--- src/source/aes_params.svh ---
// AES-128 decryption core parameters
// round count, block width and the fixed start-to-done latency
`ifndef AES_PARAMS_SVH
`define AES_PARAMS_SVH

`define AES_ROUNDS        10
`define AES_BLOCK_BITS    128

// sampling edge of start to the edge that enters Done
`define AES_START_TO_DONE 50

`endif

--- src/source/aesPkg.sv ---
// AES shared types and byte substitution
// block, step and round index types plus the forward and inverse S-box
// lookups used by the key schedule and the round datapath
`include "aes_params.svh"

package aesPkg;

	typedef logic [`AES_BLOCK_BITS-1:0] aesBlockT; // byte 0 in the top bits

	typedef enum logic [1:0] {
		stepArk,
		stepIsr,
		stepIsb,
		stepImc
	} stepOpT;

	typedef logic [3:0] roundIdxT; // 0 to 10

	//////////////////////////////////////////////////
	// S-box tables, entry 0 in the top byte
	//////////////////////////////////////////////////

	localparam logic [2047:0] sboxTable = {
		128'h637c777bf26b6fc53001672bfed7ab76,
		128'hca82c97dfa5947f0add4a2af9ca472c0,
		128'hb7fd9326363ff7cc34a5e5f171d83115,
		128'h04c723c31896059a071280e2eb27b275,
		128'h09832c1a1b6e5aa0523bd6b329e32f84,
		128'h53d100ed20fcb15b6acbbe394a4c58cf,
		128'hd0efaafb434d338545f9027f503c9fa8,
		128'h51a3408f929d38f5bcb6da2110fff3d2,
		128'hcd0c13ec5f974417c4a77e3d645d1973,
		128'h60814fdc222a908846eeb814de5e0bdb,
		128'he0323a0a4906245cc2d3ac629195e479,
		128'he7c8376d8dd54ea96c56f4ea657aae08,
		128'hba78252e1ca6b4c6e8dd741f4bbd8b8a,
		128'h703eb5664803f60e613557b986c11d9e,
		128'he1f8981169d98e949b1e87e9ce5528df,
		128'h8ca1890dbfe6426841992d0fb054bb16
	};

	localparam logic [2047:0] invSboxTable = {
		128'h52096ad53036a538bf40a39e81f3d7fb,
		128'h7ce339829b2fff87348e4344c4dee9cb,
		128'h547b9432a6c2233dee4c950b42fac34e,
		128'h082ea16628d924b2765ba2496d8bd125,
		128'h72f8f66486689816d4a45ccc5d65b692,
		128'h6c704850fdedb9da5e154657a78d9d84,
		128'h90d8ab008cbcd30af7e45805b8b34506,
		128'hd02c1e8fca3f0f02c1afbd0301138a6b,
		128'h3a9111414f67dcea97f2cfcef0b4e673,
		128'h96ac7422e7ad3585e2f937e81c75df6e,
		128'h47f11a711d29c5896fb7620eaa18be1b,
		128'hfc563e4bc6d279209adbc0fe78cd5af4,
		128'h1fdda8338807c731b11210592780ec5f,
		128'h60517fa919b54a0d2de57a9f93c99cef,
		128'ha0e03b4dae2af5b0c8ebbb3c83539961,
		128'h172b047eba77d626e169146355210c7d
	};

	// forward substitution, key schedule only
	function automatic logic [7:0] sbox(input logic [7:0] b);
		return sboxTable[2047 - 8*b -: 8];
	endfunction

	// inverse substitution for the datapath
	function automatic logic [7:0] invSbox(input logic [7:0] b);
		return invSboxTable[2047 - 8*b -: 8];
	endfunction

endpackage

--- src/source/aesStepIf.sv ---
// AES step command bus
// carries load, key expansion and datapath step commands from the
// controller to the round datapath and the key schedule
`timescale 1ns/1ps

interface aesStepIf;
	import aesPkg::*;

	logic     load;   // capture key and ciphertext
	logic     expand; // next round key
	logic     stepEn;
	stepOpT   stepOp;
	roundIdxT keyIdx;

	modport ctrl (output load, expand, stepEn, stepOp, keyIdx);
	modport exec (input load, expand, stepEn, stepOp, keyIdx);

endinterface

--- src/source/aesKeySchedule.sv ---
// AES-128 key schedule
// expands the cipher key into eleven round keys, one per expand cycle,
// and serves the key selected by the controller
`timescale 1ns/1ps
`include "aes_params.svh"

module aesKeySchedule (
	input  logic             Clk,
	input  aesPkg::aesBlockT keyIn,
	aesStepIf.exec           step,
	output aesPkg::aesBlockT roundKey
);
	import aesPkg::*;

	aesBlockT    keyMem [0:`AES_ROUNDS];
	aesBlockT    nextKey;
	logic [31:0] w0, w1, w2, w3;
	logic [31:0] rotSub;
	logic [7:0]  rcon;

	assign roundKey = keyMem[step.keyIdx];

	// source key during expansion is the current keyIdx
	assign {w0, w1, w2, w3} = roundKey;

	always_comb
	begin
		unique case (step.keyIdx)
			4'd0:    rcon = 8'h01;
			4'd1:    rcon = 8'h02;
			4'd2:    rcon = 8'h04;
			4'd3:    rcon = 8'h08;
			4'd4:    rcon = 8'h10;
			4'd5:    rcon = 8'h20;
			4'd6:    rcon = 8'h40;
			4'd7:    rcon = 8'h80;
			4'd8:    rcon = 8'h1b;
			4'd9:    rcon = 8'h36;
			default: rcon = 8'h00;
		endcase
	end

	// RotWord then SubWord on the last word
	assign rotSub = {sbox(w3[23:16]), sbox(w3[15:8]), sbox(w3[7:0]), sbox(w3[31:24])};

	always_comb
	begin
		nextKey[127:96] = w0 ^ rotSub ^ {rcon, 24'h0};
		nextKey[95:64]  = w1 ^ nextKey[127:96];
		nextKey[63:32]  = w2 ^ nextKey[95:64];
		nextKey[31:0]   = w3 ^ nextKey[63:32];
	end

	always_ff @(posedge Clk)
	begin
		if (step.load)
			keyMem[0] <= keyIn;
		else if (step.expand)
			keyMem[step.keyIdx + 4'd1] <= nextKey; // next slot
	end

endmodule

--- src/flat_wrapper.sv ---
// flat-port wrapper written by rule: the top's interface ports become plain ports
module aesKeySchedule_flat import aesPkg::*;
  (Clk, keyIn, roundKey, step_load, step_expand, step_stepEn, step_stepOp, step_keyIdx);
  aesStepIf step_i ();
  input  logic Clk;
  input  aesPkg::aesBlockT keyIn;
  output aesPkg::aesBlockT roundKey;
  input wire logic [$bits(step_i.load)-1:0] step_load;
  input wire logic [$bits(step_i.expand)-1:0] step_expand;
  input wire logic [$bits(step_i.stepEn)-1:0] step_stepEn;
  input wire logic [$bits(step_i.stepOp)-1:0] step_stepOp;
  input wire logic [$bits(step_i.keyIdx)-1:0] step_keyIdx;
  assign step_i.load = step_load;
  assign step_i.expand = step_expand;
  assign step_i.stepEn = step_stepEn;
  assign step_i.stepOp = step_stepOp;
  assign step_i.keyIdx = step_keyIdx;
  aesKeySchedule u_core (.Clk(Clk), .keyIn(keyIn), .step(step_i), .roundKey(roundKey));
endmodule
--- config.mk ---
export PLATFORM = sky130hd
export DESIGN_NAME = aesKeySchedule_flat
export DESIGN_NICKNAME = d
export VERILOG_FILES = /design/src/source/aesPkg.sv /design/src/source/aesStepIf.sv /design/src/source/aesKeySchedule.sv /design/src/flat_wrapper.sv
export VERILOG_INCLUDE_DIRS = /design/src /design/src/source
export SDC_FILE = /design/constraint.sdc
export NUM_CORES = 2
export LEC_CHECK = 0
export BUFFER_PORTS_ARGS = -buffer_cell sky130_fd_sc_hd__buf_2
export CELL_PAD_IN_SITES_DETAIL_PLACEMENT = 0
export CELL_PAD_IN_SITES_GLOBAL_PLACEMENT = 1
export CORE_ASPECT_RATIO = 0.75
export CORE_MARGIN = 2
export CORE_UTILIZATION = 25
export CTS_CLUSTER_SIZE = 28
export DETAILED_ROUTE_END_ITERATION = 7
export PLACE_DENSITY = 0.54
export SYNTH_ARGS = -nofsm -noshare
export SYNTH_HDL_FRONTEND = slang
export SYNTH_SLANG_ARGS = --single-unit
--- constraint.sdc ---
create_clock -name Clk -period 16.7 [get_ports Clk]
set_input_delay 2.505 -clock Clk [delete_from_list [all_inputs] [get_ports Clk]]
set_output_delay 2.505 -clock Clk [all_outputs]
set_load 0.01 [all_outputs]
=== After elaboration in Yosys (flattened, before gate mapping) ===
Memories as Yosys holds them, arrays and structs flattened.
Cells that the tools add are included.

* Bits of input ports: 138
* Bits in writable memories: 1408
* Register bits: 0
* Logic and storage cells: 25
* Memories kept: 2
* Bits in read-only memories: 128
* Output and inout port bits: 128

{| class="wikitable"
|+ Memories
! memory !! words !! width !! rd ports !! clocked after Yosys merged registers in !! write ports !! line !! RTL
|-
| u_core.keyMem || 11 || 128 || 1 || 0 || 1 || aesKeySchedule.sv:15 || <nowiki>aesBlockT keyMem [0:`AES_ROUNDS];</nowiki>
|-
| (no name shown) || 16 || 8 || 1 || 0 || 0 || aesKeySchedule.sv:28 || <nowiki>unique case (step.keyIdx)</nowiki>
|}

* Reductions and logical operators: 1
* $add $sub $neg: 5
* Shift-type cells: 4
* Mux-type cells: 8
* Bitwise gates (word level): 5

{| class="wikitable"
|+ Operator list
! kind !! number
|-
| $shiftx 2055x33->8 const A || 4
|-
| $xor 32x32->32 || 5
|-
| $mux 128 || 1
|-
| $reduce_or 128->1 || 1
|-
| $sub 11x11->12 const A || 4
|-
| $mux 1 || 6
|-
| $add 4x1->4 const B || 1
|-
| $mux 4 || 1
|}

=== Logic depth before layout (Yosys ltp) ===
An unclocked memory read counts as a cell.

* Depth in word-level cells: 9
* Depth in mapped cells: 24
* Depth with buffers taken out: 16

=== Worst setup path before layout ===
No wires, ideal clock.

* Path kind: input -> register
* Start: in step_keyIdx[1]
* End: mem u_core.keyMem[1][0] (netlist name) (enable)
* Setup slack: -1.444 ns
* Library setup time: 0.928 ns
* Stages: 12
* Data arrival time: 17.216 ns
* Cell sequence: buf_6 -> buf_12 -> buf_6 -> inv_2 -> buf_1 -> buf_1 -> buf_2 -> buf_1 -> clkbuf_1 -> buf_1 -> ha_1 -> nor4_1

* Word-level cells in the longest chain between the ends: 2

{| class="wikitable"
|+ RTL lines
! item !! line !! RTL
|-
| start: declaration || flat_wrapper.sv:12 || <nowiki>input wire logic [$bits(step_i.keyIdx)-1:0] step_keyIdx;</nowiki>
|-
| $add 4x1->4 || aesKeySchedule.sv:59 || <nowiki>keyMem[step.keyIdx + 4'd1] <= nextKey;</nowiki>
|-
| $mux 4 (no source line) || - ||
|-
| end: declaration || aesKeySchedule.sv:15 ||
|}

No other way between the ends.

=== Worst setup path after layout ===
* Start: in step_keyIdx[0]
* End: out roundKey[114]

* Word-level cells in the longest chain between the ends: 1

{| class="wikitable"
|+ RTL lines
! item !! line !! RTL
|-
| $mem_v2 11x128 || - ||
|-
| end: declaration || flat_wrapper.sv:7 || <nowiki>output aesPkg::aesBlockT roundKey;</nowiki>
|}

No other way between the ends.

==> out/metrics.cfg <==
[cts]
postCtsSetupRepairBufs=0
hold_buffers=0
h-tree-depth=4
clock_tree.root_cell=clkbuf_16
clk_pin_slew_ps=60
numCtsBuffers=150
cts-resized-gates=0
cts.path.max_buffers=3
cts_sinks=1408
tritoncts=done
clkLatencyLatePin_ps=770

[setup_path]
path_depth=9
worst-r2r-cell-count=16
endpoint_kind=output pin
slowest_delay_ps=870
crit_chain=buf_8 -> buf_4 -> buf_4 -> buf_4 -> buf_4 -> mux4_2 -> mux2i_1 -> o21ai_0 -> buf_2
startpoint=step_keyIdx[0]
critPathArrivalTime_ps=7500
crit_family=buffers and inverters
rrSetupSlack_ps=9620
endpoint=roundKey[114]
cp_slowest_cell=o21ai_0
crit_type=in2out
critical_path.most_common_cell=buf_4
reg2reg_from=u_core.keyMem[9][0]$_DFFE_PP_
cp-start-kind=input pin
critPathBufInv=6
crit_fanout=41
reg2reg_to=u_core.keyMem[5][13]$_DFFE_PP_
critPathRequiredTime_ps=14200

[synthesis]
synth_edf_count=1408
async_reset_ff_frac=0
synthCells=5364
synth_cell_type_count=121
synth_nets=5561
ys_ff_latch=1408
syn_area_mm2=0.0717
yosysSeqAreaShare=0.589
yosysWarnings=0
syn_avg_cell_area_um2=13.4
ys.flop_type=edfxtp_1

[power_and_ir_drop]
vdd_drop_max_mv=0.0887
p_per_area_mw_per_mm2=117
leakage_uw=0.0268

[die]
die-width_um=623
core_mm2=0.286
die_h_um=468
dieArea_mm2=0.291
start_util=0.251
row_count=170
num_io_pins=266

[grt]
grt_max_degree=139
antenna_found_initial=18
grt-ovfl-total=0
first_global_vias=48681
grt_pass1_wl_um=386000
grt_usage=0.183

[finish]
syn2layout_area_growth_pct=13.9
fin_util=0.286
finalNetCount=5691
fill_cells=29159
largest_register_ff_count=1408
top_regs=u_core.keyMem (1408)
drive_above_1_share=0.185
stdcell_area_mm2=0.0817
layout_common_cells=edfxtp_1, nand2_1, mux2i_1
top_register=u_core.keyMem
mostFrequentLayoutCell=edfxtp_1

[drt]
first_pass_iters=6
ant_nets=0
vias=50980
drtIter0Drc=6414
post_drt_wl_per_cell_um=29.3
drc_errors=0
drt-vias-per-instance=5.42
drt-total-wl_um=276000

[timing]
layout_worst_path_cycle_share=0.599
tightest_slew_ps=1280
rsz0062_at_grt=false
period_minus_slack_ps=10010
hold_viol=0
final.setup.tns_ps=0
whs_ps=1120
slew_violations=0
fmax_ghz=0.0999
clock_skew_ps=27.7
relSlewSlack=0.144
finalSetupViolCount=0

[outcome]
status=finished, final reports clean

[place]
post_dp_cell_area_mm2=0.0768
dpl.hpwl_um=175000
io_buffers=262
place_congestion=0.932

[hold_path]
hold_path_class=reg2reg

[job]
cap_violations=0

-- metrics by stage --
step	setup slack, ps	power (uW)	cells
final	6690	9560	9401
after global routing	6270	9880	9397
after CTS	6470	9590	9390
after detailed placement	6090	6300	9126
after global placement	6110	6300	9126
after floorplan	1280	5410	5364
-- synthesized netlist by cell type, types with 38 or more instances --
library cell / instances / share of area
nor3_1: 82 / 0.0057
a31oi_1: 93 / 0.0081
o211ai_1: 201 / 0.021
nor2_1: 227 / 0.012
nand2_1: 474 / 0.025
mux2i_1: 339 / 0.047
xor2_1: 46 / 0.0056
a21oi_1: 172 / 0.012
xnor2_1: 115 / 0.014
ha_1: 59 / 0.010
buf_6: 46 / 0.0072
o21ai_0: 329 / 0.023
buf_4: 59 / 0.0062
edfxtp_1: 1408 / 0.59
clkbuf_1: 122 / 0.0064
buf_2: 203 / 0.014
inv_1: 38 / 0.0020
o21ai_1: 53 / 0.0037
a211oi_1: 81 / 0.0085
nand3_1: 104 / 0.0073
mux4_2: 208 / 0.065
o31ai_1: 38 / 0.0040
-- final cells by class --
cell class              count  area, um2  area share
well taps                3784       4730      0.0580
multi-input cells        3422      26800       0.327
diodes                     11       27.5    0.000337
inverters                  61        253     0.00309
clock inverters            79        808     0.00989
repair buffers            451       2820      0.0346
flip-flops and latches   1408      42300       0.518
clock buffers             185       4010      0.0491
-- layer usage --
metal,vias up,routed length [um],GRT usage
li1,21714,-,-
met1,26466,123000,0.261
met2,2419,122000,0.279
met3,375,21900,0.0341
met4,6,9660,0.0610
met5,-,44,0
-- kinds of logic after synthesis --
logic type / share of synthesized area
AND/OR/NAND/NOR: 0.0726
AO/OA/AOI/OAI: 0.144
XOR/XNOR: 0.0246
buffers and inverters: 0.0404
adder cells (fa/ha/maj): 0.0103
flip-flops: 0.589
multiplexers: 0.119
-- worst min-delay path by stage --
| stage | start | to | slack [ps] | cells past startpoint |
|---|---|---|---|---|
| global placement | u_core.keyMem[10][31]$_DFFE_PP_ | u_core.keyMem[10][31]$_DFFE_PP_ | 1100 | 5 |
| floorplan | u_core.keyMem[10][56]$_DFFE_PP_ | u_core.keyMem[0][56]$_DFFE_PP_ | 1050 | 4 |
| detailed placement | u_core.keyMem[10][31]$_DFFE_PP_ | u_core.keyMem[9][31]$_DFFE_PP_ | 1140 | 5 |
| global route | u_core.keyMem[10][31]$_DFFE_PP_ | u_core.keyMem[6][31]$_DFFE_PP_ | 1220 | 5 |
| finish | u_core.keyMem[10][31]$_DFFE_PP_ | u_core.keyMem[6][31]$_DFFE_PP_ | 1120 | 5 |
| CTS | u_core.keyMem[10][31]$_DFFE_PP_ | u_core.keyMem[6][31]$_DFFE_PP_ | 1130 | 5 |
-- worst min-delay path: cells and delay by family, from the launching register on --
| family | cells | cell delay, ps |
|---|---|---|
| compound gates | 3 | 370 |
| flops | 1 | 320 |
| xor+xnor | 1 | 150 |
| simple gates | 1 | 50 |
-- report_power, final --
group	internal (uW)	switching [uW]
Clock	1930	1370
Combinational	602	1540
Sequential	4100	15.3
No activity file was read; power rests on OpenSTA's default activity.
