`src/source/aes_params.svh`:
```
// AES-128 decryption core parameters
// round count, block width and the fixed start-to-done latency
`ifndef AES_PARAMS_SVH
`define AES_PARAMS_SVH

`define AES_ROUNDS        10
`define AES_BLOCK_BITS    128

// sampling edge of start to the edge that enters Done
`define AES_START_TO_DONE 50

`endif

```
`src/source/aesPkg.sv`:
```
// AES shared types and byte substitution
// block, step and round index types plus the forward and inverse S-box
// lookups used by the key schedule and the round datapath
`include "aes_params.svh"

package aesPkg;

	typedef logic [`AES_BLOCK_BITS-1:0] aesBlockT; // byte 0 in the top bits

	typedef enum logic [1:0] {
		stepArk,
		stepIsr,
		stepIsb,
		stepImc
	} stepOpT;

	typedef logic [3:0] roundIdxT; // 0 to 10

	//////////////////////////////////////////////////
	// S-box tables, entry 0 in the top byte
	//////////////////////////////////////////////////

	localparam logic [2047:0] sboxTable = {
		128'h637c777bf26b6fc53001672bfed7ab76,
		128'hca82c97dfa5947f0add4a2af9ca472c0,
		128'hb7fd9326363ff7cc34a5e5f171d83115,
		128'h04c723c31896059a071280e2eb27b275,
		128'h09832c1a1b6e5aa0523bd6b329e32f84,
		128'h53d100ed20fcb15b6acbbe394a4c58cf,
		128'hd0efaafb434d338545f9027f503c9fa8,
		128'h51a3408f929d38f5bcb6da2110fff3d2,
		128'hcd0c13ec5f974417c4a77e3d645d1973,
		128'h60814fdc222a908846eeb814de5e0bdb,
		128'he0323a0a4906245cc2d3ac629195e479,
		128'he7c8376d8dd54ea96c56f4ea657aae08,
		128'hba78252e1ca6b4c6e8dd741f4bbd8b8a,
		128'h703eb5664803f60e613557b986c11d9e,
		128'he1f8981169d98e949b1e87e9ce5528df,
		128'h8ca1890dbfe6426841992d0fb054bb16
	};

	localparam logic [2047:0] invSboxTable = {
		128'h52096ad53036a538bf40a39e81f3d7fb,
		128'h7ce339829b2fff87348e4344c4dee9cb,
		128'h547b9432a6c2233dee4c950b42fac34e,
		128'h082ea16628d924b2765ba2496d8bd125,
		128'h72f8f66486689816d4a45ccc5d65b692,
		128'h6c704850fdedb9da5e154657a78d9d84,
		128'h90d8ab008cbcd30af7e45805b8b34506,
		128'hd02c1e8fca3f0f02c1afbd0301138a6b,
		128'h3a9111414f67dcea97f2cfcef0b4e673,
		128'h96ac7422e7ad3585e2f937e81c75df6e,
		128'h47f11a711d29c5896fb7620eaa18be1b,
		128'hfc563e4bc6d279209adbc0fe78cd5af4,
		128'h1fdda8338807c731b11210592780ec5f,
		128'h60517fa919b54a0d2de57a9f93c99cef,
		128'ha0e03b4dae2af5b0c8ebbb3c83539961,
		128'h172b047eba77d626e169146355210c7d
	};

	// forward substitution, key schedule only
	function automatic logic [7:0] sbox(input logic [7:0] b);
		return sboxTable[2047 - 8*b -: 8];
	endfunction

	// inverse substitution for the datapath
	function automatic logic [7:0] invSbox(input logic [7:0] b);
		return invSboxTable[2047 - 8*b -: 8];
	endfunction

endpackage

```
`src/source/aesStepIf.sv`:
```
// AES step command bus
// carries load, key expansion and datapath step commands from the
// controller to the round datapath and the key schedule
`timescale 1ns/1ps

interface aesStepIf;
	import aesPkg::*;

	logic     load;   // capture key and ciphertext
	logic     expand; // next round key
	logic     stepEn;
	stepOpT   stepOp;
	roundIdxT keyIdx;

	modport ctrl (output load, expand, stepEn, stepOp, keyIdx);
	modport exec (input load, expand, stepEn, stepOp, keyIdx);

endinterface

```
`src/source/aesControl.sv`:
```
// AES decryption controller
// sequences key expansion and the inverse rounds one step per cycle,
// then holds done until start is released
`timescale 1ns/1ps
`include "aes_params.svh"

module aesControl (
	input  logic   Clk,
	input  logic   reset,
	input  logic   start,
	output logic   done,
	aesStepIf.ctrl step
);
	import aesPkg::*;

	typedef enum logic [2:0] {
		Wait,
		KeyExpansion,
		Ark,
		Isr,
		Isb,
		Imc,
		Done
	} ctrlStateT;

	ctrlStateT state, nextState;
	roundIdxT  keyCnt;   // source key of the next expansion
	roundIdxT  roundCnt; // key used by the next Ark

	always_ff @(posedge Clk)
	begin
		if (reset)
		begin
			state <= Wait;
			keyCnt <= '0;
			roundCnt <= '0;
		end
		else
		begin
			state <= nextState;
			if (step.load)
			begin
				keyCnt <= '0;
				roundCnt <= roundIdxT'(`AES_ROUNDS);
			end
			else
			begin
				if (step.expand)
					keyCnt <= keyCnt + 4'd1;
				if (state == Ark && roundCnt != '0) // stop at key 0
					roundCnt <= roundCnt - 4'd1;
			end
		end
	end

	//////////////////////////////////////////////////
	// next state
	//////////////////////////////////////////////////

	always_comb
	begin
		nextState = state;
		unique case (state)
			Wait:
				if (start)
					nextState = KeyExpansion;
			KeyExpansion:
				if (keyCnt == roundIdxT'(`AES_ROUNDS - 1))
					nextState = Ark;
			Ark:
				if (roundCnt == roundIdxT'(`AES_ROUNDS))
					nextState = Isr; // first round has no InvMixColumns
				else if (roundCnt == '0)
					nextState = Done;
				else
					nextState = Imc;
			Isr:  nextState = Isb;
			Isb:  nextState = Ark;
			Imc:  nextState = Isr;
			Done:
				if (!start)
					nextState = Wait;
			default: nextState = Wait;
		endcase
	end

	// step decode
	always_comb
	begin
		step.stepOp = stepArk;
		unique case (state)
			Isr:     step.stepOp = stepIsr;
			Isb:     step.stepOp = stepIsb;
			Imc:     step.stepOp = stepImc;
			default: step.stepOp = stepArk;
		endcase
	end

	assign step.load   = (state == Wait) && start;
	assign step.expand = (state == KeyExpansion);
	assign step.stepEn = (state == Ark) || (state == Isr) || (state == Isb) || (state == Imc);
	assign step.keyIdx = (state == KeyExpansion) ? keyCnt : roundCnt;
	assign done        = (state == Done);

endmodule

```
`src/flat_wrapper.sv`:
```
// flat-port wrapper written by rule: the top's interface ports become plain ports
module aesControl_flat import aesPkg::*;
  (Clk, reset, start, done, step_load, step_expand, step_stepEn, step_stepOp, step_keyIdx);
  aesStepIf step_i ();
  input  logic Clk;
  input  logic reset;
  input  logic start;
  output logic done;
  output wire logic [$bits(step_i.load)-1:0] step_load;
  output wire logic [$bits(step_i.expand)-1:0] step_expand;
  output wire logic [$bits(step_i.stepEn)-1:0] step_stepEn;
  output wire logic [$bits(step_i.stepOp)-1:0] step_stepOp;
  output wire logic [$bits(step_i.keyIdx)-1:0] step_keyIdx;
  assign step_load = step_i.load;
  assign step_expand = step_i.expand;
  assign step_stepEn = step_i.stepEn;
  assign step_stepOp = step_i.stepOp;
  assign step_keyIdx = step_i.keyIdx;
  aesControl u_core (.Clk(Clk), .reset(reset), .start(start), .done(done), .step(step_i));
endmodule
```
`config.mk`:
```
export PLATFORM = sky130hd
export DESIGN_NAME = aesControl_flat
export DESIGN_NICKNAME = d
export VERILOG_FILES = /design/src/source/aesPkg.sv /design/src/source/aesStepIf.sv /design/src/source/aesControl.sv /design/src/flat_wrapper.sv
export VERILOG_INCLUDE_DIRS = /design/src /design/src/source
export SDC_FILE = /design/constraint.sdc
export NUM_CORES = 1
export LEC_CHECK = 0
export BUFFER_PORTS_ARGS = -buffer_cell sky130_fd_sc_hd__buf_2
export CELL_PAD_IN_SITES_DETAIL_PLACEMENT = 0
export CELL_PAD_IN_SITES_GLOBAL_PLACEMENT = 2
export CORE_MARGIN = 3
export CORE_UTILIZATION = 28
export DETAILED_ROUTE_END_ITERATION = 7
export PLACE_DENSITY_LB_ADDON = 0.2
export SLEW_MARGIN = 10
export SYNTH_ARGS = -nofsm -noshare
export SYNTH_HDL_FRONTEND = slang
export SYNTH_SLANG_ARGS = --single-unit
```
`constraint.sdc`:
```
create_clock -name Clk -period 1.9 [get_ports Clk]
set_input_delay 0.38 -clock Clk [delete_from_list [all_inputs] [get_ports Clk]]
set_output_delay 0.38 -clock Clk [all_outputs]
set_load 0.01 [all_outputs]
```
* After elaboration in Yosys (flattened, before gate mapping)
Cells that the tools add are included.
** Storage, ports and cells
- Bits in registers :: 11
- Logic and storage cells :: 38
- Input bits :: 3
- Output and inout bits :: 10
** Operators by class
- Add/sub/neg operators :: 2
- Equal/unequal tests :: 11
- Reductions and logical operators :: 11
- Mux-type cells :: 10
** Operators with widths (number)
- case mux 3 bit (7 select lines) :: 1
- two-way mux 3 bit :: 4
- two-way mux 4 bit :: 3
- equality test 3 bit, second input constant :: 3
- equality test 4 bit, second input constant :: 2
- equality test 3 x 2 -> 1 bit, second input constant :: 2
- case mux 2 bit (3 select lines) :: 1
- adder 4 x 1 -> 4 bit, second input constant :: 1
- zero test 4 bit :: 1
- inequality test 2 bit, second input constant :: 2
- nonzero test 4 bit :: 1
- subtractor 4 x 1 -> 4 bit, second input constant :: 1
- equality test 3 x 1 -> 1 bit, second input constant :: 1
- zero test 3 bit :: 1
- logical OR 1 bit :: 3
- AND reduction 3 bit :: 1
- logical AND 1 bit :: 2
- two-way mux 2 bit :: 1
- inequality test 2 x 1 -> 1 bit, second input constant :: 1
- nonzero test 2 bit :: 1
- OR reduction 2 bit :: 1

* Longest topological paths before layout
Gate-level depths: netlist (run 1).
- Depth in word-level cells :: 4
- Gate-level depth with buffers :: 6
- Mapped depth without buffers :: 5

* Least setup slack after synthesis (run 1)
No wires, ideal clock.
- Path type :: register -> output
- Start point :: register u_core.state[1]
- End point :: output port step_keyIdx[2]
- Arrival :: 1.497 ns
- Path buffers :: 2
- Required time :: 1.520 ns
- Stages on the path, launching flop included :: 6
- Setup slack :: 0.023 ns
- Path through :: dfxtp_1 buf_2 or3b_1 inv_1 buf_2 mux2_2
** On the way
- Word-level cells in the longest chain between the ends :: 2
** Ends and longest elaborated chain
- start, declared :: line aesControl.sv:26 : ctrlStateT state, nextState;
- start signal, assigned :: line aesControl.sv:34 : state <= Wait;
- start signal, assigned :: line aesControl.sv:40 : state <= nextState;
- equality test 3 x 1 -> 1 bit
- net step_expand :: line flat_wrapper.sv:10 : output wire logic [$bits(step_i.expand)-1:0] step_expand;
- two-way mux 4 bit :: line aesControl.sv:102 : assign step.keyIdx = (state == KeyExpansion) ? keyCnt : roundCnt;
- end, declared :: line flat_wrapper.sv:13 : output wire logic [$bits(step_i.keyIdx)-1:0] step_keyIdx;
The timed path passes the listed nets, and every way through them passes these cells.

* Final worst setup path (run 1)
- Start point :: register u_core.state[2]
- End point :: output port step_keyIdx[2]
** On the way
- Word-level cells in the longest chain between the ends :: 2
** Ends and longest elaborated chain (line)
- equality test 3 x 1 -> 1 bit :: aesControl.sv:102
- two-way mux 4 bit :: aesControl.sv:102
Every way passes these cells.

==> results of run 1 <==
==> flip-flops by register name, indices dropped and copies added (netlist names) <==
name	count
u_core.roundCnt	4
u_core.keyCnt	4
u_core.state	3
==> power breakdown <==
group | leakage, nW | internal [mW] | switching (mW) | total, mW
clock | 0.0150 | 0.0812 | 0.0825 | 0.164
combinational | 0.301 | 0.293 | 0.316 | 0.609
sequential | 0.0910 | 0.278 | 0.0481 | 0.327
total | 0.407 | 0.653 | 0.447 | 1.10
==> critical path, stage by stage, from the launching register on <==
cell and delay, ns:
dfxtp_2 0.32, or3b_4 0.42, inv_4 0.07, mux2_4 0.29, buf_6 0.12
==> logic make-up after synthesis <==
kind of cell    Yosys count
compound gates           22
xor+xnor                  3
fa+ha+maj                 6
buf+inv                  13
flops                    11
mux                       3
simple gates             32
==> cells in the final DEF (no fill, tap or decap), drive strengths merged, types with 2 or more instances in the layout <==
| master | instances |
|---|---|
| o21ai | 5 |
| nor3 | 2 |
| clkbuf | 4 |
| nor3b | 2 |
| xnor2 | 3 |
| dfxtp | 11 |
| inv | 8 |
| o31a | 2 |
| nand3 | 5 |
| nand2 | 4 |
| buf | 19 |
| or3b | 3 |
| o31ai | 2 |
| or3 | 2 |
| mux2 | 2 |
| nor2 | 6 |
| a21oi | 5 |
| a211oi | 2 |
| ha | 6 |
==> final cells by class <==
type | count | area, sq um | area share [%]
clock buffer | 4 | 26.3 | 2.79
inverter | 8 | 32.5 | 3.46
multi-input combinational | 66 | 498 | 52.9
sequential | 11 | 224 | 23.8
tap | 30 | 37.5 | 3.99
timing repair buffer | 19 | 123 | 13.0
==> per-layer routing <==
layer,part of all wire [%],global-route usage (%),routed length [microns]
met5,0,0,0
met4,0.44,1.99,8
met3,5.2,4.23,95
met2,47,17.9,854
met1,47,15.8,865
==> through the flow <==
step / cells / worst slack (ns) / TNS, ns / total power, mW / cell area, sq um
global route: 138 / -0.0212 / -0.0457 / 1.20 / 941
global placement: 132 / 0.250 / 0 / 0.865 / 865
floorplan: 90 / 0.0229 / 0 / 0.713 / 763
detailed placement: 132 / 0.248 / 0 / 0.867 / 865
CTS: 136 / 0.00779 / 0 / 1.06 / 908
finish: 138 / 0.0251 / 0 / 1.10 / 941
==> how the worst max path moves through the flow <==
| stage | endpoint | slack [ns] | depth (start not counted) |
|---|---|---|---|
| floorplan | step_keyIdx[2] | 0.02 | 5 |
| global placement | step_keyIdx[2] | 0.25 | 4 |
| detailed placement | step_keyIdx[0] | 0.25 | 6 |
| CTS | step_keyIdx[0] | 0.008 | 6 |
| global route | step_keyIdx[2] | -0.02 | 4 |
| finish | step_keyIdx[2] | 0.03 | 4 |
==> repair_timing <==
| action | CTS | global route |
|---|---|---|
| pin swaps | 1 | 1 |
| resized for setup | 6 | 10 |
| cloned | 0 | 0 |
| buffers inserted | 0 | 2 |
| setup endpoints to repair | 3 | 4 |
==> results.toml, run 1 <==
[status]
status = "completed"

[logic_synthesis]
synth_adder_area_share_pct = 9.84
yosysWarnings = 0
synth_top_cell_area_share_pct = 28.9
ys_types = 38
synthCells = 90
synth_most_common_cell = "dfxtp_1"
yosys.area_share.simple_pct = 25.6
synth_seq_cells = 11
synth_edf_count = 0
synthArstFlopShare_pct = 0
synthFlopType = "dfxtp_1"
synth_compound_area_share_pct = 19.7
synth_mux_area_share_pct = 4.26
synthTopCellsByArea = "dfxtp_1, ha_1, inv_1"
synth_top_family_by_area = "simple AND/OR/NAND/NOR gates"
ys_seq_area_share_pct = 28.9
syn-cell-area_sq_um = 763
synth_area_leader_cell = "dfxtp_1"
avgSynthCellArea_sq_um = 8.48
synth-xor-area-share_pct = 3.44
synth_nets = 99
synthTopCellsByCount = "dfxtp_1, inv_1, ha_1, nor2_1"

[worst_setup_path]
path_max_fanout = 4
startpoint = "u_core.state[2]"
start_kind = "register"
cp.required_ns = 1.52
crit_arrival_ns = 1.49
crit_path_end_kind = "output pin"
ff2ff_setup_slack_ns = 0.26
reg2reg_to = "u_core.state[0]"
reg2reg_from = "u_core.roundCnt[0]"
worst_r2r_path_depth = 5
crit_type = "reg -> out"

[global_route]
grt_usage_pct = 11.7
grt_max_degree = 14
grt_pass1_wl_microns = 3010
antenna_found_initial = 0
grt_pass1_vias = 663
overflow = 0

[floorplanning]
io_pins = 13
std_cell_rows = 18
die_w_microns = 58.2
start_util_pct = 30.0
die_h_microns = 58.2
dieArea_sq_um = 3390
core_area_sq_um = 2540

[clock_tree]
cts_buffer_depth = 2
clk-insertion-delay-late_ns = 0.27
cts_root_buf = "clkbuf_4"
cts.sinks = 11
ctsHoldBuffers = 0
clk_pin_slew_worst_paths_ns = 0.08
cts_tree = "yes"
cts_buffers = 3
htree_num_levels = 1

[routing]
vias = 702
routed_wl_microns = 1820
ant_nets = 0
routedWlPerCell_microns = 13.2
avgViaCountPerCell = 5.09
drt-initial-drc-count = 15
drc = 0
firstDrtPassIters = 4

[sta]
finalCriticalPeriod_ns = 1.87
rsz0062_at_grt = "yes"
fmax_mhz = 533
setup_viol = 0
drv_slew = 0
worst_pin_slew_ns = 0.621
post-route-period-util_pct = 98.7
holdWs_ns = 0.354
skew_ns = 0.00474
hold_viol = 0
max-slew-margin-rel_pct = 58.5

[worst_hold_path]
holdPathStages = 2
min_path_type = "in -> reg"
worstHoldStart = "reset"
hold_path_end = "u_core.roundCnt[3]"

[placement]
port_buffers = 12
post-dp-hpwl_microns = 1340
gp_congestion = 0.709

[cells_and_area]
layout-drive-gt1-share_pct = 37.0
antennaDiodeCount = 0
utilization_pct = 37.0
syn2layout_area_growth_pct = 23.3
nNetsFinal = 118
n_fill_cell = 276

[power]
vdd_drop_max_v = 0.000645
power_density_nw_per_um2 = 1170
leakage_nw = 0.407

[run]
maxCapViolations = 0
Power figures use the tool's default switching activity.
==> run 2: changes to the inputs <==
Settings changed: CORE_ASPECT_RATIO from default to 0.8, PLACE_DENSITY_LB_ADDON 0.2 to 0.08, SETUP_SLACK_MARGIN from default to 0.3.
==> run 2 against run 1 <==
The run now ends with negative setup slack left. Via count increased by 8.8%. Design area increased by 27%. First-iteration DRC count grew 53%. Wire length grew 21%. Critical path type unchanged. Critical endpoint unchanged. Largest cell class unchanged. Highest routed layer unchanged.
==> results.toml, run 2 (synthesis gave the netlist of run 1 again) <==
[floorplanning]
dieArea_sq_um = 3390
die_h_microns = 52.7
io_pins = 13
die_w_microns = 64.4
core_area_sq_um = 2520
std_cell_rows = 16
start_util_pct = 30.3

[worst_hold_path]
worstHoldStart = "reset"
min_path_type = "in -> reg"

[power]
fin_total_pwr_mw = 1.37
switchingPower_uw = 538
vdd_drop_max_v = 0.000471
p_sw_share_pct = 39.3
p_int_uw = 831
p_seq_share_pct = 24.5
leakage_nw = 0.520
power_density_nw_per_um2 = 1140
pwr-share-clk_pct = 11.9
pwr-share-comb_pct = 63.6

[worst_setup_path]
ff2ff_setup_slack_ns = 0.24
crit_arrival_ns = 1.52
worstPathCellList = "or3b_4 -> inv_4 -> mux2_4 -> buf_6"
crit_path_end_kind = "output pin"
startpoint = "u_core.state[1]"
cp.required_ns = 1.52
worstSetupPathDepth = 4
critPathTopFamily = "simple AND/OR/NAND/NOR gates"
path_max_fanout = 4
path_buf_inv = 2
reg2reg_from = "u_core.state[2]"
reg2reg_to = "u_core.roundCnt[2]"
critPathSlowestCell = "or3b_4"
worst_r2r_path_depth = 5
crit_end = "step_keyIdx[2]"
start_kind = "register"
crit_type = "reg -> out"
cp_slowest_stage_delay_ns = 0.42

[routing]
routedWlPerCell_microns = 13.8
avgViaCountPerCell = 4.75
drt-initial-drc-count = 23
routed_wl_microns = 2210
ant_nets = 0
firstDrtPassIters = 4
vias = 764
drc = 0

[global_route]
grt_pass1_wl_microns = 3350
antenna_found_initial = 0
overflow = 0
grt_usage_pct = 13.2
grt_max_degree = 14
grt_pass1_vias = 688

[status]
status = "finished, violations left"
violations = "negative setup slack"

[cells_and_area]
syn2layout_area_growth_pct = 57.0
reg_top3 = "u_core.keyCnt x4, u_core.roundCnt x4, u_core.state x3"
antennaDiodeCount = 0
final_common_cell = "buf_4"
layout-drive-gt1-share_pct = 55.2
instances_no_fill = 161
nNetsFinal = 135
final_cell_mix = "buf_4, buf_6, buf_2, dfxtp_1, nor2_1"

[clock_tree]
cts_buffer_depth = 2
cts_buffers = 3
htree_num_levels = 1
cts.sinks = 11
cts_root_buf = "clkbuf_4"
cts_tree = "yes"
clk-insertion-delay-late_ns = 0.27
clk_pin_slew_worst_paths_ns = 0.08

[placement]
dpl_worst_slack_ns = 0.251
dp.cells = 139
post-dp-hpwl_microns = 1410
gp_congestion = 0.787
port_buffers = 12

[sta]
worst_pin_slew_ns = 0.383
max-slew-margin-rel_pct = 74.5
finalCriticalPeriod_ns = 1.90
rsz0062_at_grt = "yes"
fmax_mhz = 526
setup_viol = 1
skew_ns = 0.00912
setup_ws_ns = -0.000702
hold_viol = 0
post-route-period-util_pct = 100
drv_slew = 0
final.setup.tns_ns = -0.000702

[run]
maxCapViolations = 0
==> run 2: per-layer routing <==
layer,wire (microns),global-route usage [%]
met2,1020,18.8
met3,79,5.15
met1,1100,18.1
met4,8,3.86
met5,0,0
==> run 2: cell type report <==
type | instances | area, sq um
Fill cell | 253 | 1320
Multi-Input combinational cell | 66 | 566
Timing Repair Buffer | 36 | 300
Sequential cell | 11 | 224
Tap cell | 36 | 45.0
Inverter | 8 | 37.5
Clock buffer | 4 | 26.3
==> run 2: repair_timing <==
item | 4_1_cts | 5_1_grt
cloned | 0 | 1
buffers inserted | 1 | 16
endpoints found under the setup margin | 10 | 13
gates resized for setup | 10 | 32
pin swaps | 1 | 10
hold buffers | 0 | 0
==> run 2: power by group through the flow <==
stage / registers, mW / logic [mW] / clock network, mW
after CTS: 0.328 / 0.612 / 0.172
after detailed placement: 0.330 / 0.559 / 0
after floorplan: 0.321 / 0.428 / 0
after global routing: 0.346 / 0.943 / 0.189
final: 0.335 / 0.871 / 0.163
after global placement: 0.331 / 0.568 / 0
==> run 2: metrics by stage <==
step           util, %  cell area (sq um)  hold slack [ns]
6_report          47.5               1200            0.359
3_5_place_dp      35.2                887            0.485
5_1_grt           47.5               1200            0.361
4_1_cts           37.6                948            0.341
3_3_place_gp      35.2                887            0.476
2_1_floorplan        -                783            0.453
==> run 2: how the worst min path moves through the flow <==
stage | depth (start not counted) | end
3_5_place_dp | 2 | u_core.roundCnt[0]
3_3_place_gp | 2 | u_core.roundCnt[0]
4_1_cts | 2 | u_core.roundCnt[3]
2_1_floorplan | 1 | u_core.roundCnt[3]
5_1_grt | 2 | u_core.roundCnt[3]
6_report | 2 | u_core.roundCnt[3]
==> run 3: changes to the inputs <==
--- a/config.mk
+++ b/config.mk
@@ -7,4 +7,5 @@
 export NUM_CORES = 1
 export LEC_CHECK = 0
+export ABC_CLOCK_PERIOD_IN_PS = 2000
 export BUFFER_PORTS_ARGS = -buffer_cell sky130_fd_sc_hd__buf_2
 export CELL_PAD_IN_SITES_DETAIL_PLACEMENT = 0
@@ -12,5 +13,5 @@
 export CORE_ASPECT_RATIO = 0.8
 export CORE_MARGIN = 3
-export CORE_UTILIZATION = 28
+export CORE_UTILIZATION = 31
 export DETAILED_ROUTE_END_ITERATION = 7
 export PLACE_DENSITY_LB_ADDON = 0.08
==> constraint.sdc (replaced) <==
create_clock -name Clk -period 2 [get_ports Clk]
set_input_delay 0.4 -clock Clk [delete_from_list [all_inputs] [get_ports Clk]]
set_output_delay 0.4 -clock Clk [all_outputs]
set_load 0.02 [all_outputs]
==> run 3 against run 2 <==
The run now ends clean. Register-to-register slack lost 0.03 ns. Sequential power shrank 6.6%. Total power shrank 0.86%. Die area shrank 8.7%. Clock-buffer cell count shrank 1. Via count grew 1.8%. Sequential share of layout area shrank 0.15 points. Largest power group unchanged.
==> results.toml, run 3 (synthesis gave the netlist of run 1 again) <==
[cells_and_area]
layout-drive-gt1-share_pct = 59.5
utilization_pct = 53.7
final_common_cell = "buf_4"
n_fill_cell = 206
final-seq-area_sq_um = 224
nNetsFinal = 131
syn2layout_area_growth_pct = 58.4
antennaDiodeCount = 0
multi_input_area_sq_um = 597
reg_top3 = "u_core.keyCnt x4, u_core.roundCnt x4, u_core.state x3"
final_cell_mix = "buf_4, buf_6, dfxtp_1, nor2_1"

[worst_setup_path]
start_kind = "register"
path_max_fanout = 4
cp.required_ns = 1.60
critPathSlowestCell = "or3b_4"
cp_slowest_stage_delay_ns = 0.42
crit_type = "reg -> out"
crit_path_end_kind = "output pin"
crit_arrival_ns = 1.52
worstPathCellList = "or3b_4 -> inv_4 -> mux2_4 -> buf_6"

[floorplanning]
io_pins = 13
die_h_microns = 50.4
start_util_pct = 33.9
die_w_microns = 61.5
core_area_sq_um = 2250
dieArea_sq_um = 3100
std_cell_rows = 15

[global_route]
overflow = 0
antenna_found_initial = 0
grt_pass1_vias = 727
busiest_layer = "met2"
grt_max_degree = 12
grt_use_met3_pct = 4.88
grt_use_met1_pct = 20.9
grt_usage_pct = 15.0
grt_pass1_wl_microns = 3480
use_met2_pct = 22.2

[sta]
rsz0062_at_grt = "yes"
skew_ns = 0.0126
fmax_mhz = 522
max-slew-margin-rel_pct = 73.8
setup_viol = 0
drv_slew = 0
hold_viol = 0
post-route-period-util_pct = 95.8
finalCriticalPeriod_ns = 1.92
final.setup.tns_ns = 0
worst_pin_slew_ns = 0.393

[power]
power_density_nw_per_um2 = 1120
p_seq_share_pct = 23.0
switchingPower_uw = 560
p_sw_share_pct = 41.3
p_int_uw = 797
pwr-share-clk_pct = 11.9
leakage_nw = 0.520
vdd_drop_max_v = 0.000575
pwr-share-comb_pct = 65.1

[clock_tree]
cts_buffer_depth = 2
ctsHoldBuffers = 0
cts_tree = "yes"
htree_num_levels = 1
clk_pin_slew_worst_paths_ns = 0.09
cts_buffers = 3
cts_root_buf = "clkbuf_4"
cts.sinks = 11
clk-insertion-delay-late_ns = 0.28

[routing]
avgViaCountPerCell = 5.33
ant_nets = 0
vias = 778
routed_wl_microns = 2110
firstDrtPassIters = 4
drc = 0
drt-initial-drc-count = 24
routedWlPerCell_microns = 14.5

[worst_hold_path]
min_path_type = "in -> reg"

[placement]
post-dp-hpwl_microns = 1340
port_buffers = 12
gp_congestion = 0.715

[run]
maxCapViolations = 0

[status]
status = "completed"
-- run 3: changes by cell type in the layout (fill, tap and decap cells not counted), sizes merged --
cell and change:
buf -4, clkbuf -1, clkinv +1
-- run 3: cell type report --
cell class | instances | area share, %
Clock inverter | 1 | 0.414
Tap cell | 25 | 2.59
Multi-Input combinational cell | 66 | 49.4
Sequential cell | 11 | 18.5
Clock buffer | 3 | 1.86
Timing Repair Buffer | 32 | 24.1
Inverter | 8 | 3.11
-- run 3: critical path: cells and delay by family, from the launching register on --
kind                   cells  cell delay [ns]
buffers and inverters      2             0.21
DFF                        1             0.33
muxes                      1             0.30
and+or+nand+nor            1             0.42
-- run 3: stage by stage --
step           total power, mW  hold slack (ns)  std cells  worst slack (ns)  instance area [sq um]
2_1_floorplan            0.737            0.462         90             0.112                    779
3_3_place_gp             0.866            0.486        127             0.312                    868
3_5_place_dp             0.865            0.490        127             0.305                    868
4_1_cts                   1.19            0.357        141            0.0815                   1050
5_1_grt                   1.46            0.367        146            0.0388                   1210
6_report                  1.36            0.382        146            0.0836                   1210
-- run 3: power groups by stage --
| stage | Combinational (mW) | Clock, mW | Sequential (mW) |
|---|---|---|---|
| floorplan | 0.432 | 0 | 0.304 |
| CTS | 0.721 | 0.165 | 0.308 |
| global route | 0.962 | 0.183 | 0.319 |
| global placement | 0.556 | 0 | 0.310 |
| finish | 0.883 | 0.161 | 0.313 |
| detailed placement | 0.555 | 0 | 0.310 |
-- run 3: routing by layer --
metal | routed length, microns | vias to the layer above | share of wire, %
met3 | 51 | 2 | 2.4
met1 | 1010 | 383 | 48
met2 | 1030 | 8 | 49
met4 | 14 | 0 | 0.66
li1 | - | 385 | -
met5 | 0 | - | 0
-- run 3: worst paths after layout --
check | from | end | slack [ns] | cells past startpoint
max | u_core.state[2] | step_keyIdx[2] | 0.08 | 4
min reg2reg | u_core.keyCnt[3] | u_core.keyCnt[3] | 0.51 | 2
min | reset | u_core.roundCnt[3] | 0.38 | 2
max reg2reg | u_core.state[1] | u_core.roundCnt[2] | 0.21 | 7
-- run 3: timing repair --
action                     in CTS  in global routing
buffers inserted               10                  5
resized for setup              26                 34
setup endpoints to repair       7                 16
pin swaps                       3                 11
